### config.mk
export PLATFORM = sky130hd
export DESIGN_NAME = pipelineControl
export DESIGN_NICKNAME = d
export VERILOG_FILES = /design/src/rtl/isaPkg.sv /design/src/rtl/ctrlPkg.sv /design/src/rtl/mainAluControl.sv /design/src/rtl/pcControl.sv /design/src/rtl/hazardDetect.sv /design/src/rtl/controlPipe.sv /design/src/rtl/pipelineControl.sv
export VERILOG_INCLUDE_DIRS = /design/src /design/src/include
export SDC_FILE = /design/constraint.sdc
export NUM_CORES = 1
export LEC_CHECK = 0
export BUFFER_PORTS_ARGS = -buffer_cell sky130_fd_sc_hd__buf_2
export CAP_MARGIN = 20
export CELL_PAD_IN_SITES_DETAIL_PLACEMENT = 1
export CELL_PAD_IN_SITES_GLOBAL_PLACEMENT = 1
export CORE_MARGIN = 4
export CORE_UTILIZATION = 38
export DETAILED_ROUTE_END_ITERATION = 8
export PLACE_DENSITY_LB_ADDON = 0.1
export SKIP_CTS_REPAIR_TIMING = 1
export SYNTH_ARGS = -nofsm -noshare
export SYNTH_HDL_FRONTEND = slang
export SYNTH_SLANG_ARGS = --single-unit
### constraint.sdc
create_clock -name clk -period 4 [get_ports clk]
set_input_delay 0.8 -clock clk [delete_from_list [all_inputs] [get_ports clk]]
set_output_delay 0.8 -clock clk [all_outputs]
set_load 0.02 [all_outputs]
### src/include/cpu_params.svh
`ifndef CPU_PARAMS_SVH
`define CPU_PARAMS_SVH

// Width of a datapath word.
`define DATA_WIDTH 16

// Eight architectural registers need a 3-bit index.
`define REG_IDX_WIDTH 3

`define OPCODE_WIDTH 4

// CALL saves the return address in this register.
`define LINK_REG 7

`endif

### src/rtl/isaPkg.sv
`include "cpu_params.svh"

package isaPkg;

    // Primary opcodes. The mode bit refines LoadByte and the branches.
    typedef enum logic [`OPCODE_WIDTH-1:0] {
        opAnd            = 0,
        opAdd            = 1,
        opSub            = 2,
        opAddi           = 3,
        opAndi           = 4,
        opLw             = 5,
        opLoadByte       = 6,
        opSw             = 7,
        opBranchGreater  = 8,
        opBranchLess     = 9,
        opBranchEqual    = 10,
        opBranchNotEqual = 11,
        opJmp            = 12,
        opCall           = 13,
        opRet            = 14,
        opSv             = 15
    } opcodeT;

    // Index into the register file.
    typedef logic [`REG_IDX_WIDTH-1:0] regIdxT;

endpackage

### src/rtl/ctrlPkg.sv
package ctrlPkg;

    // Operation performed by the ALU in the execute stage.
    typedef enum logic [1:0] {
        aluAnd = 2'd0,
        aluAdd = 2'd1,
        aluSub = 2'd2
    } aluOpT;

    // Value written back to the register file.
    typedef enum logic [1:0] {
        wbPcLink = 2'd0,
        wbAlu    = 2'd1,
        wbMem    = 2'd2
    } wbSelT;

    // Size and extension of a memory load.
    typedef enum logic [1:0] {
        bytesWord     = 2'd0,
        bytesSigned   = 2'd1,
        bytesUnsigned = 2'd2
    } byteCountT;

    // Source of the next PC.
    typedef enum logic [1:0] {
        pcNext   = 2'd0,
        pcJump   = 2'd1,
        pcBranch = 2'd2,
        pcReturn = 2'd3
    } pcSrcT;

    // Where a decode-stage operand is taken from.
    typedef enum logic [1:0] {
        fwdNone = 2'd0,
        fwdEx   = 2'd1,
        fwdMem  = 2'd2,
        fwdWb   = 2'd3
    } fwdSelT;

endpackage

### src/rtl/mainAluControl.sv
`timescale 1ns/1ps

module mainAluControl (
    input  isaPkg::opcodeT      opCode,
    input  logic                mode,
    input  logic                stall,
    output logic                src1,
    output logic                src2,
    output logic                regDst,
    output logic                extOp,
    output logic                extPlace,
    output logic                aluSrc,
    output ctrlPkg::aluOpT      aluOp,
    output logic                dataInSrc,
    output logic                memRd,
    output logic                memWr,
    output ctrlPkg::byteCountT  numOfByte,
    output ctrlPkg::wbSelT      wbData,
    output logic                regWr
);

    import isaPkg::*;
    import ctrlPkg::*;

    always_comb begin
        // Everything starts inactive, so a stall leaves a clean bubble.
        src1      = 1'b0;
        src2      = 1'b0;
        regDst    = 1'b0;
        extOp     = 1'b0;
        extPlace  = 1'b0;
        aluSrc    = 1'b0;
        aluOp     = aluAnd;
        dataInSrc = 1'b0;
        memRd     = 1'b0;
        memWr     = 1'b0;
        numOfByte = bytesWord;
        wbData    = wbPcLink;
        regWr     = 1'b0;

        if (!stall) begin
            case (opCode)
                opAnd, opAdd, opSub: begin
                    src2   = 1'b1;
                    aluOp  = (opCode == opSub) ? aluSub :
                             (opCode == opAdd) ? aluAdd : aluAnd;
                    wbData = wbAlu;
                    regWr  = 1'b1;
                end
                opAddi, opAndi: begin
                    extOp  = 1'b1;
                    aluSrc = 1'b1;
                    aluOp  = (opCode == opAddi) ? aluAdd : aluAnd;
                    wbData = wbAlu;
                    regWr  = 1'b1;
                end
                opLw, opLoadByte: begin
                    extOp  = 1'b1;
                    aluSrc = 1'b1;
                    aluOp  = aluAdd;
                    memRd  = 1'b1;
                    wbData = wbMem;
                    regWr  = 1'b1;
                    // Mode picks zero extension for byte loads.
                    if (opCode == opLoadByte) begin
                        numOfByte = mode ? bytesUnsigned : bytesSigned;
                    end
                end
                opSw: begin
                    extOp     = 1'b1;
                    aluSrc    = 1'b1;
                    aluOp     = aluAdd;
                    dataInSrc = 1'b1;
                    memWr     = 1'b1;
                end
                opBranchGreater, opBranchLess, opBranchEqual, opBranchNotEqual: begin
                    extOp = 1'b1;
                    src1  = mode;
                end
                opCall: begin
                    regDst = 1'b1;
                    wbData = wbPcLink;
                    regWr  = 1'b1;
                end
                opSv: begin
                    src1     = 1'b1;
                    extPlace = 1'b1;
                    aluOp    = aluAdd;
                    memWr    = 1'b1;
                end
                // JMP and RET only redirect the PC.
                default: begin
                end
            endcase
        end
    end

    // The data memory port cannot read and write in one access.
    always_comb begin
        assert final (!(memRd && memWr))
            else $error("memRd and memWr both set for opcode %0d", opCode);
    end

endmodule

### src/rtl/pcControl.sv
`timescale 1ns/1ps

module pcControl (
    input  isaPkg::opcodeT  opCode,
    input  logic            gt,
    input  logic            lt,
    input  logic            eq,
    output ctrlPkg::pcSrcT  pcSrc,
    output logic            kill
);

    import isaPkg::*;
    import ctrlPkg::*;

    logic taken;

    // Branches resolve in decode, so the flags must be valid this cycle.
    always_comb begin
        case (opCode)
            opBranchGreater:  taken = gt;
            opBranchLess:     taken = lt;
            opBranchEqual:    taken = eq;
            opBranchNotEqual: taken = !eq;
            default:          taken = 1'b0;
        endcase
    end

    always_comb begin
        if (taken) begin
            pcSrc = pcBranch;
            kill  = 1'b1;
        end else if (opCode == opJmp) begin
            pcSrc = pcJump;
            kill  = 1'b1;
        end else if (opCode == opRet) begin
            pcSrc = pcReturn;
            kill  = 1'b1;
        end else begin
            pcSrc = pcNext;
            kill  = 1'b0;
        end
    end

    // Any redirect must flush the instruction already fetched.
    always_comb begin
        assert final (kill == (pcSrc != pcNext))
            else $error("kill %0b disagrees with pcSrc %s", kill, pcSrc.name());
    end

endmodule

### src/rtl/hazardDetect.sv
`timescale 1ns/1ps

module hazardDetect (
    input  isaPkg::regIdxT   rs1,
    input  isaPkg::regIdxT   rs2,
    input  isaPkg::regIdxT   exDest,
    input  isaPkg::regIdxT   memDest,
    input  isaPkg::regIdxT   wbDest,
    input  logic             exRegWr,
    input  logic             memRegWr,
    input  logic             wbRegWr,
    input  logic             exMemRd,
    output ctrlPkg::fwdSelT  forwardA,
    output ctrlPkg::fwdSelT  forwardB,
    output logic             stall
);

    import isaPkg::*;
    import ctrlPkg::*;

    // Nearest writer wins, since it holds the youngest value.
    function automatic fwdSelT pickForward(input regIdxT src);
        fwdSelT sel;

        if (src == '0) begin
            // Register 0 is hardwired and is never forwarded.
            sel = fwdNone;
        end else if (exRegWr && (src == exDest)) begin
            sel = fwdEx;
        end else if (memRegWr && (src == memDest)) begin
            sel = fwdMem;
        end else if (wbRegWr && (src == wbDest)) begin
            sel = fwdWb;
        end else begin
            sel = fwdNone;
        end
        return sel;
    endfunction

    always_comb begin
        forwardA = pickForward(rs1);
        forwardB = pickForward(rs2);
    end

    // A load in execute has no data until the memory stage, one cycle too
    // late for an instruction that needs it right now.
    always_comb begin
        stall = exMemRd && ((forwardA == fwdEx) || (forwardB == fwdEx));
    end

endmodule

### src/rtl/controlPipe.sv
`timescale 1ns/1ps

`include "cpu_params.svh"

module controlPipe (
    input  logic                clk,
    input  logic                reset,
    input  logic                idSrc1,
    input  logic                idSrc2,
    input  logic                idRegDst,
    input  logic                idExtOp,
    input  logic                idExtPlace,
    input  logic                idAluSrc,
    input  ctrlPkg::aluOpT      idAluOp,
    input  logic                idDataInSrc,
    input  logic                idMemRd,
    input  logic                idMemWr,
    input  ctrlPkg::byteCountT  idNumOfByte,
    input  ctrlPkg::wbSelT      idWbData,
    input  logic                idRegWr,
    input  isaPkg::regIdxT      rd,
    output logic                exSrc1,
    output logic                exSrc2,
    output logic                exExtOp,
    output logic                exExtPlace,
    output logic                exAluSrc,
    output ctrlPkg::aluOpT      exAluOp,
    output logic                exMemRd,
    output logic                exRegWr,
    output isaPkg::regIdxT      exDest,
    output logic                memDataInSrc,
    output logic                memRd,
    output logic                memWr,
    output ctrlPkg::byteCountT  memNumOfByte,
    output logic                memRegWr,
    output isaPkg::regIdxT      memDest,
    output ctrlPkg::wbSelT      wbData,
    output logic                wbRegWr,
    output isaPkg::regIdxT      wbDest
);

    import isaPkg::*;
    import ctrlPkg::*;

    regIdxT     idDest;
    logic       exDataInSrc;
    logic       exMemWr;
    byteCountT  exNumOfByte;
    wbSelT      exWbData;
    wbSelT      memWbData;

    // CALL writes the link register instead of rd.
    assign idDest = idRegDst ? regIdxT'(`LINK_REG) : rd;

    always_ff @(posedge clk) begin
        if (reset) begin
            exSrc1       <= 1'b0;
            exSrc2       <= 1'b0;
            exExtOp      <= 1'b0;
            exExtPlace   <= 1'b0;
            exAluSrc     <= 1'b0;
            exAluOp      <= aluAnd;
            exDataInSrc  <= 1'b0;
            exMemRd      <= 1'b0;
            exMemWr      <= 1'b0;
            exNumOfByte  <= bytesWord;
            exWbData     <= wbPcLink;
            exRegWr      <= 1'b0;
            exDest       <= '0;
            memDataInSrc <= 1'b0;
            memRd        <= 1'b0;
            memWr        <= 1'b0;
            memNumOfByte <= bytesWord;
            memWbData    <= wbPcLink;
            memRegWr     <= 1'b0;
            memDest      <= '0;
            wbData       <= wbPcLink;
            wbRegWr      <= 1'b0;
            wbDest       <= '0;
        end else begin
            // ID/EX keeps everything still needed downstream.
            exSrc1       <= idSrc1;
            exSrc2       <= idSrc2;
            exExtOp      <= idExtOp;
            exExtPlace   <= idExtPlace;
            exAluSrc     <= idAluSrc;
            exAluOp      <= idAluOp;
            exDataInSrc  <= idDataInSrc;
            exMemRd      <= idMemRd;
            exMemWr      <= idMemWr;
            exNumOfByte  <= idNumOfByte;
            exWbData     <= idWbData;
            exRegWr      <= idRegWr;
            exDest       <= idDest;
            // ALU fields are dropped after execute.
            memDataInSrc <= exDataInSrc;
            memRd        <= exMemRd;
            memWr        <= exMemWr;
            memNumOfByte <= exNumOfByte;
            memWbData    <= exWbData;
            memRegWr     <= exRegWr;
            memDest      <= exDest;
            wbData       <= memWbData;
            wbRegWr      <= memRegWr;
            wbDest       <= memDest;
        end
    end

    // No register write may leak out of the last stage right after reset.
    assert property (@(posedge clk) reset |=> !wbRegWr)
        else $error("wbRegWr set in the cycle after reset");

endmodule

### src/rtl/pipelineControl.sv
`timescale 1ns/1ps

module pipelineControl (
    input  logic                clk,
    input  logic                reset,
    input  isaPkg::opcodeT      opCode,
    input  logic                mode,
    input  isaPkg::regIdxT      rs1,
    input  isaPkg::regIdxT      rs2,
    input  isaPkg::regIdxT      rd,
    input  logic                gt,
    input  logic                lt,
    input  logic                eq,
    output logic                exSrc1,
    output logic                exSrc2,
    output logic                exExtOp,
    output logic                exExtPlace,
    output logic                exAluSrc,
    output ctrlPkg::aluOpT      exAluOp,
    output logic                exMemRd,
    output logic                exRegWr,
    output isaPkg::regIdxT      exDest,
    output logic                memDataInSrc,
    output logic                memRd,
    output logic                memWr,
    output ctrlPkg::byteCountT  memNumOfByte,
    output logic                memRegWr,
    output isaPkg::regIdxT      memDest,
    output ctrlPkg::wbSelT      wbData,
    output logic                wbRegWr,
    output isaPkg::regIdxT      wbDest,
    output ctrlPkg::fwdSelT     forwardA,
    output ctrlPkg::fwdSelT     forwardB,
    output logic                stall,
    output ctrlPkg::pcSrcT      pcSrc,
    output logic                kill
);

    import ctrlPkg::*;

    // Decode-stage control word.
    logic       idSrc1;
    logic       idSrc2;
    logic       idRegDst;
    logic       idExtOp;
    logic       idExtPlace;
    logic       idAluSrc;
    aluOpT      idAluOp;
    logic       idDataInSrc;
    logic       idMemRd;
    logic       idMemWr;
    byteCountT  idNumOfByte;
    wbSelT      idWbData;
    logic       idRegWr;

    mainAluControl uDecode (
        .opCode(opCode), .mode(mode), .stall(stall),
        .src1(idSrc1), .src2(idSrc2), .regDst(idRegDst), .extOp(idExtOp),
        .extPlace(idExtPlace), .aluSrc(idAluSrc), .aluOp(idAluOp),
        .dataInSrc(idDataInSrc), .memRd(idMemRd), .memWr(idMemWr),
        .numOfByte(idNumOfByte), .wbData(idWbData), .regWr(idRegWr)
    );

    pcControl uPcControl (
        .opCode(opCode), .gt(gt), .lt(lt), .eq(eq), .pcSrc(pcSrc), .kill(kill)
    );

    hazardDetect uHazard (
        .rs1(rs1), .rs2(rs2), .exDest(exDest), .memDest(memDest), .wbDest(wbDest),
        .exRegWr(exRegWr), .memRegWr(memRegWr), .wbRegWr(wbRegWr), .exMemRd(exMemRd),
        .forwardA(forwardA), .forwardB(forwardB), .stall(stall)
    );

    controlPipe uPipe (
        .clk(clk), .reset(reset),
        .idSrc1(idSrc1), .idSrc2(idSrc2), .idRegDst(idRegDst), .idExtOp(idExtOp),
        .idExtPlace(idExtPlace), .idAluSrc(idAluSrc), .idAluOp(idAluOp),
        .idDataInSrc(idDataInSrc), .idMemRd(idMemRd), .idMemWr(idMemWr),
        .idNumOfByte(idNumOfByte), .idWbData(idWbData), .idRegWr(idRegWr), .rd(rd),
        .exSrc1(exSrc1), .exSrc2(exSrc2), .exExtOp(exExtOp), .exExtPlace(exExtPlace),
        .exAluSrc(exAluSrc), .exAluOp(exAluOp), .exMemRd(exMemRd), .exRegWr(exRegWr),
        .exDest(exDest), .memDataInSrc(memDataInSrc), .memRd(memRd), .memWr(memWr),
        .memNumOfByte(memNumOfByte), .memRegWr(memRegWr), .memDest(memDest),
        .wbData(wbData), .wbRegWr(wbRegWr), .wbDest(wbDest)
    );

endmodule

Yosys cells after proc, flatten, opt, wreduce, memory -nomap -nowiden
Cells that the tools add are included.
{"block": "word_totals", "reg_bits": 35, "inputBits": 19, "output_inout_bits": 35}
{"block": "classes", "eq_ne": 23, "n_mux": 33, "bitwise_logic": 2, "n_reduce_logical": 24}
{"cell": "$eq A4 B4 Y1 const B", "n": 8}
{"cell": "$mux W2", "n": 13}
{"cell": "$eq A3 B3 Y1", "n": 6}
{"cell": "$eq A4 B3 Y1 const B", "n": 4}
{"cell": "$mux W1", "n": 15}
{"cell": "$reduce_or A4 Y1", "n": 3}
{"cell": "$reduce_or A5 Y1", "n": 2}
{"cell": "$reduce_or A9 Y1", "n": 1}
{"cell": "$eq A4 B2 Y1 const B", "n": 2}
{"cell": "$reduce_or A2 Y1", "n": 4}
{"cell": "$reduce_or A8 Y1", "n": 1}
{"cell": "$logic_and A1 B1 Y1", "n": 7}
{"cell": "$logic_not A3 Y1", "n": 2}
{"cell": "$pmux W2 S3", "n": 1}
{"cell": "$eq A2 B1 Y1 const B", "n": 2}
{"cell": "$eq A4 B1 Y1 const B", "n": 1}
{"cell": "$logic_not A4 Y1", "n": 1}
{"cell": "$pmux W1 S4", "n": 1}
{"cell": "$pmux W2 S2", "n": 1}
{"cell": "$mux W3", "n": 1}
{"cell": "$reduce_or A3 Y1", "n": 1}
{"cell": "$not A1 Y1", "n": 2}
{"cell": "$pmux W1 S2", "n": 1}
{"cell": "$logic_not A1 Y1", "n": 1}
{"cell": "$logic_or A1 B1 Y1", "n": 1}

Logic depth before layout (Yosys ltp)
Gate-level depths: netlist of run 1.
{"block": "depth", "depth_word": 11, "depth_mapped": 5}

Hierarchy
From an unflattened synthesis of run 1, not the netlist that was laid out.
{"block": "unflattened", "hier_cells": 164, "hier_area_um2": 1555.2}
{"mod": "controlPipe", "instances": 1, "cells_each": 73, "area_per_inst_um2": 953.4, "seq_area_each_um2": 700.7}
{"mod": "hazardDetect", "instances": 1, "cells_each": 46, "area_per_inst_um2": 330.3, "seq_area_each_um2": 0.0}
{"mod": "mainAluControl", "instances": 1, "cells_each": 34, "area_per_inst_um2": 207.7, "seq_area_each_um2": 0.0}
{"mod": "pcControl", "instances": 1, "cells_each": 11, "area_per_inst_um2": 63.8, "seq_area_each_um2": 0.0}

Worst setup path after synthesis of run 1
No wires, ideal clock.
{"block": "synth_path", "kind": "input-to-output", "startpoint": "input port opCode[0]", "endpoint": "output port kill", "arrival_ns": 1.859, "path_slack_ns": 1.341, "path_stages": 4, "path_buffers": 1, "cell_sequence": "clkbuf_1 -> inv_1 -> mux4_2 -> nor2_1"}
{"block": "synth_between", "elab_chain_len": 4, "elab_cells_between_ends": 10, "classes_between": "6 x eq/ne; 4 x mux"}
{"item": "from (decl)", "line": "pipelineControl.sv:6", "source": "input isaPkg::opcodeT opCode,"}
{"item": "$eq A4 B4 Y1", "line": "pcControl.sv:35", "source": "end else if (opCode == opRet) begin"}
{"item": "$mux W1", "line": "pcControl.sv:35"}
{"item": "$mux W1", "line": "pcControl.sv:32", "source": "end else if (opCode == opJmp) begin"}
{"item": "$mux W1 (*)", "line": "pcControl.sv:29", "source": "if (taken) begin"}
{"item": "to (decl)", "line": "pipelineControl.sv:36", "source": "output logic kill"}
Mark *: on every way between the ends. The rest lies on a longest branch, timed or not.

Final worst setup path of run 1
{"block": "layout_path", "startpoint": "input port rs2[2]", "endpoint": "output port stall"}
{"block": "layout_between", "elab_chain_len": 9, "elab_cells_between_ends": 14, "classes_between": "4 x eq/ne; 4 x mux; 6 x reduce/logical"}
{"item": "from (decl)", "line": "pipelineControl.sv:9", "source": "input isaPkg::regIdxT rs2,"}
{"item": "$eq A3 B3 Y1", "line": "hazardDetect.sv:32", "source": "end else if (wbRegWr && (src == wbDest)) begin"}
{"item": "$logic_and A1 B1 Y1", "line": "hazardDetect.sv:32"}
{"item": "$mux W2", "line": "hazardDetect.sv:32"}
{"item": "$mux W2", "line": "hazardDetect.sv:30", "source": "end else if (memRegWr && (src == memDest)) begin"}
{"item": "$mux W2", "line": "hazardDetect.sv:28", "source": "end else if (exRegWr && (src == exDest)) begin"}
{"item": "$mux W2 (*)", "line": "hazardDetect.sv:25", "source": "if (src == '0) begin"}
{"item": "$eq A2 B1 Y1 (*)", "line": "hazardDetect.sv:48", "source": "stall = exMemRd && ((forwardA == fwdEx) || (forwardB == fwdEx));"}
{"item": "$logic_or A1 B1 Y1 (*)", "line": "hazardDetect.sv:48"}
{"item": "$logic_and A1 B1 Y1 (*)", "line": "hazardDetect.sv:48"}
{"item": "to (decl)", "line": "pipelineControl.sv:34", "source": "output logic stall,"}
Marks and branches as above.

==> impl_metrics.ini, run 1 <==
[synth]
synthAdderAreaFrac = 0.00673
ys_async_sr_fraction = 0
ys_seq_elements = 35
yosys_warnings = 0
synth_nets = 172
synth_compound_area_frac = 0.110
avgSynthCellArea_um2 = 9.72
syn_area_mm2 = 0.00149
ys.flop_type = dfxtp_1
ys_seq_area_frac = 0.471
synth_top_area_frac = 0.471
syn_inst = 153
synth_top_family_by_area = simple AND/OR/NAND/NOR gates
synthXorXnorAreaFrac = 0.0942
synth_edf_count = 0
synth_cell_type_count = 38
synth.area.mux_share = 0.0219
synth-simple-area-share = 0.252
synth_area_leaders = dfxtp_1, xnor2_1, nor2b_1
yosys.area.top_type = dfxtp_1

[placed_design]
place_ws_ps = 1170
portBuffers = 53
hpwl_um = 2850
place_congestion = 0.876

[worst_setup_path]
cp_max_fo = 19
cp.required_ps = 3200
end_kind = primary output
arrival_ps = 2040
start_kind = input port
crit_type = in2out

[power_and_ir_drop]
p_seq_frac = 0.466
clkPwrFrac = 0.402
p_sw_frac = 0.258
p_sw_uw = 205
ir_worst_vdd_mv = 0.186
p_comb_frac = 0.131
p_int_uw = 588
leakagePower_uw = 0.000848
power_density_mw_per_mm2 = 418

[sta]
min_period_over_period = 0.711
setup_viol = 0
rsz0062_at_grt = false
achievable-frequency_ghz = 0.352
drv_slew = 0
relSlewSlack = 0.577
hold_viol_final = 0
min_period_ps = 2840
setup_ws_ps = 1160
tightest_slew_ps = 634
fin_skew_ps = 7.24
tns_ps = 0

[floorplanning]
boundaryPins = 54
fp.dieH_um = 70.6
die-area_mm2 = 0.00498
rows = 22
design.core.area_mm2 = 0.00372
start_util = 0.400
chipWidth_um = 70.6

[cts]
worstSkewPairLatency_ps = 290
htree_levels = 2
ctsLongestPathBuffers = 2
clock_sinks = 35
clk_pin_slew_ps = 80
cts_root_buf = clkbuf_8
cts_tree = done
cts_buffers = 5

[layout]
fillerInstances = 454
layout_commonest_cell = buf_2
antennaDiodeCount = 0
drive_above_1_share = 0.341
layout.nets = 226
mostFrequentLayoutCells = buf_2, dfxtp_1, nor2b_1
area_growth_pct = 27.6

[grt]
grt.met2_usage = 0.280
antenna_found_initial = 0
use_met3 = 0.0511
grt_overflow_total = 0
grt_pass1_wl_um = 6520
grt_usage = 0.161
globalRouteMet1Util = 0.189
grt_pass1_vias = 1382
grt_max_degree = 36
top_usage_layer = met2

[routing]
vias = 1279
final_antenna_net_count = 0
vias_per_cell = 5.00
drt-initial-drc-count = 43
first_pass_iters = 2
wl_um = 3820
drc_errors = 0
avgRoutedWirePerCell_um = 14.9

[flow_run]
cap_violations = 0

[outcome]
status = completed

[min_path]
min_path_type = reg2reg
-- per-stage QoR --
stage / total power, µW / area (µm²) / util / std cells / hold WS (ps)
after floorplan: 443 / 1490 / - / 153 / 414
after global placement: 479 / 1790 / 0.480 / 248 / 418
after global routing: 829 / 1900 / 0.511 / 256 / 459
final: 793 / 1900 / 0.511 / 256 / 432
after detailed placement: 483 / 1790 / 0.480 / 248 / 427
after CTS: 802 / 1900 / 0.511 / 256 / 442
-- critical path: stages --
cell and delay [ps]:
buf_2 140, xnor2_1 200, nand3_2 150, o32ai_4 260, buf_4 280, buf_2 210
-- sequential cells by signal (all words and copies together) (netlist names), 2 cells and up --
name / flops
uPipe.wbData: 2
uPipe.exNumOfByte: 2
uPipe.memNumOfByte: 2
uPipe.memWbData: 2
uPipe.exDest: 3
uPipe.exAluOp: 2
uPipe.exWbData: 2
uPipe.memDest: 3
uPipe.wbDest: 3
-- per-layer routing --
metal | routed length, µm | vias up
met5 | 0 | -
met4 | 33 | 0
met3 | 244 | 6
met2 | 1920 | 39
met1 | 1620 | 603
li1 | - | 631
-- cell families (layout without fill, tap and decap cells) --
group | count (synthesis) | after routing
buffers and inverters | 15 | 70
AND/OR/NAND/NOR | 65 | 65
XOR/XNOR | 16 | 16
AO/OA/AOI/OAI | 19 | 19
flip-flops | 35 | 35
multiplexers | 2 | 2
adder cells (fa/ha/maj) | 1 | 1
-- layout make-up --
class	count	area, µm²	share of cell area
Clock inverter	3	43.8	0.0231
Tap cell	48	60.1	0.0316
Clock buffer	5	68.8	0.0363
Timing Repair Buffer	54	273	0.144
Inverter	8	30.0	0.0158
Multi-Input combinational cell	103	722	0.380
Sequential cell	35	701	0.369
-- power groups by stage --
stage	Combinational (µW)	Sequential, µW	Clock [µW]
2_1_floorplan	55.3	388	0
3_3_place_gp	101	378	0
3_5_place_dp	105	378	0
4_1_cts	105	370	327
5_1_grt	115	371	343
6_report	104	370	319
-- synth_stat cells, types with 2 or more instances --
master	number
a2111oi_0	2
a21oi_1	3
and2_1	3
clkbuf_1	5
dfxtp_1	35
inv_1	8
nand2_1	9
nand2b_1	3
nand4_1	4
nor2_1	10
nor2b_1	16
nor3_1	6
nor4_1	3
nor4b_1	2
o21ai_0	2
o22a_1	2
o22ai_1	4
or3_1	2
xnor2_1	15
-- worst paths after layout --
path,from,cells after the start,slack (ps),to
hold / removal,uPipe.exNumOfByte[1],1,430,uPipe.memNumOfByte[1]
setup / recovery,rs2[2],6,1160,stall
setup reg to reg,uPipe.exDest[2],5,2470,uPipe.exMemRd
hold reg to reg,uPipe.exNumOfByte[1],1,430,uPipe.memNumOfByte[1]
Note: power is estimated with default switching activity, not from simulation.
==> run 2, diff against run 1 <==
--- a/config.mk
+++ b/config.mk
@@ -11,7 +11,7 @@
 export CELL_PAD_IN_SITES_DETAIL_PLACEMENT = 1
 export CELL_PAD_IN_SITES_GLOBAL_PLACEMENT = 1
 export CORE_MARGIN = 4
-export CORE_UTILIZATION = 38
+export CORE_UTILIZATION = 36
 export DETAILED_ROUTE_END_ITERATION = 8
 export PLACE_DENSITY_LB_ADDON = 0.1
 export SKIP_CTS_REPAIR_TIMING = 1
==> constraint.sdc (replaced) <==
create_clock -name clk -period 2.9 [get_ports clk]
set_input_delay 0.58 -clock clk [delete_from_list [all_inputs] [get_ports clk]]
set_output_delay 0.58 -clock clk [all_outputs]
set_load 0.02 [all_outputs]
==> impl_metrics.ini, run 2 (same netlist as run 1, synthesis figures left out) <==
[sta]
min_period_ps = 2260
relSlewSlack = 0.608
fin_skew_ps = 5.73
rsz0062_at_grt = false
tightest_slew_ps = 589
setup_viol = 0
drv_slew = 0
min_period_over_period = 0.778
achievable-frequency_ghz = 0.443
tns_ps = 0
hold_viol_final = 0

[layout]
mostFrequentLayoutCells = buf_2, dfxtp_1, nor2b_1
seqCellArea_um2 = 701
finalCoreUtilization = 0.468
area_growth_pct = 25.9
layout.nets = 226
reg_top3 = uPipe.exDest: 3 flops, uPipe.memDest: 3 flops, uPipe.wbDest: 3 flops
drive_above_1_share = 0.337
multiInputGateArea_um2 = 722
fillerInstances = 495
antennaDiodeCount = 0
layout_commonest_cell = buf_2

[floorplanning]
die-area_mm2 = 0.00523
start_util = 0.372
fp.dieH_um = 72.3
design.core.area_mm2 = 0.00400
boundaryPins = 54
rows = 23
chipWidth_um = 72.3

[grt]
grt_max_degree = 36
grt_pass1_wl_um = 6500
grt_pass1_vias = 1388
grt_usage = 0.161
grt_overflow_total = 0
antenna_found_initial = 0

[power_and_ir_drop]
power_density_mw_per_mm2 = 527
ir_worst_vdd_mv = 0.274
leakagePower_uw = 0.000831

[worst_setup_path]
start_kind = input port
end_kind = primary output
crit_start = opCode[2]
cp.required_ps = 2320
arrival_ps = 1680
crit_type = in2out
r2r-start = uPipe.exDest[1]
cp_max_fo = 14

[cts]
clk_pin_slew_ps = 70
cts_root_buf = clkbuf_8
worstSkewPairLatency_ps = 280
cts_tree = done
htree_levels = 2
clock_sinks = 35
cts_buffers = 5
ctsLongestPathBuffers = 2

[flow_run]
cap_violations = 0

[outcome]
status = completed

[placed_design]
place_congestion = 0.829
portBuffers = 53
hpwl_um = 3150

[routing]
first_pass_iters = 4
vias = 1315
drt-initial-drc-count = 32
wl_um = 4040
vias_per_cell = 5.10
avgRoutedWirePerCell_um = 15.7
drc_errors = 0
final_antenna_net_count = 0

[min_path]
min_path_type = reg2reg
worstHoldStart = uPipe.exNumOfByte[0]
==> run 2: worst paths after layout <==
kind	end	slack, ps	depth (start not counted)
hold / removal	uPipe.memNumOfByte[0]	440	1
hold reg to reg	uPipe.memNumOfByte[0]	440	1
setup reg to reg	uPipe.exDest[2]	1330	5
setup / recovery	kill	640	5
==> run 2: layout make-up <==
type | count | share of cell area
tap | 50 | 0.0334
inverter | 8 | 0.0160
multi-input combinational | 103 | 0.385
clock inverter | 2 | 0.00668
clock buffer | 6 | 0.0387
sequential | 35 | 0.374
timing repair buffer | 54 | 0.146
==> run 2: per-layer routing <==
metal / up-vias / global-route usage / wire length [µm]
met5: - / 0 / 0
li1: 630 / - / -
met2: 47 / 0.295 / 2100
met4: 0 / 0.0752 / 91
met3: 10 / 0.0374 / 272
met1: 628 / 0.172 / 1580
==> run 2: worst max-delay path, stage by stage <==
cell and delay (ps):
buf_2 230, nor2_1 100, mux4_2 480, nor2_1 110
buf_2 170
==> run 2: report_power, final <==
group          switching [µW]  internal, µW  leakage (µW)
combinational            86.5          58.4      0.000503
sequential               14.1           497      0.000286
clock                     163           167     0.0000412
==> run 2: through the flow <==
step           hold slack [ps]  setup slack (ps)  instance area, µm²  power, µW  instances
2_1_floorplan              414               681                1490        611        153
3_3_place_gp               420               721                1790        662        250
3_5_place_dp               435               646                1790        668        250
4_1_cts                    453               643                1870       1000        258
5_1_grt                    456               561                1870       1040        258
6_report                   443               642                1870        986        258
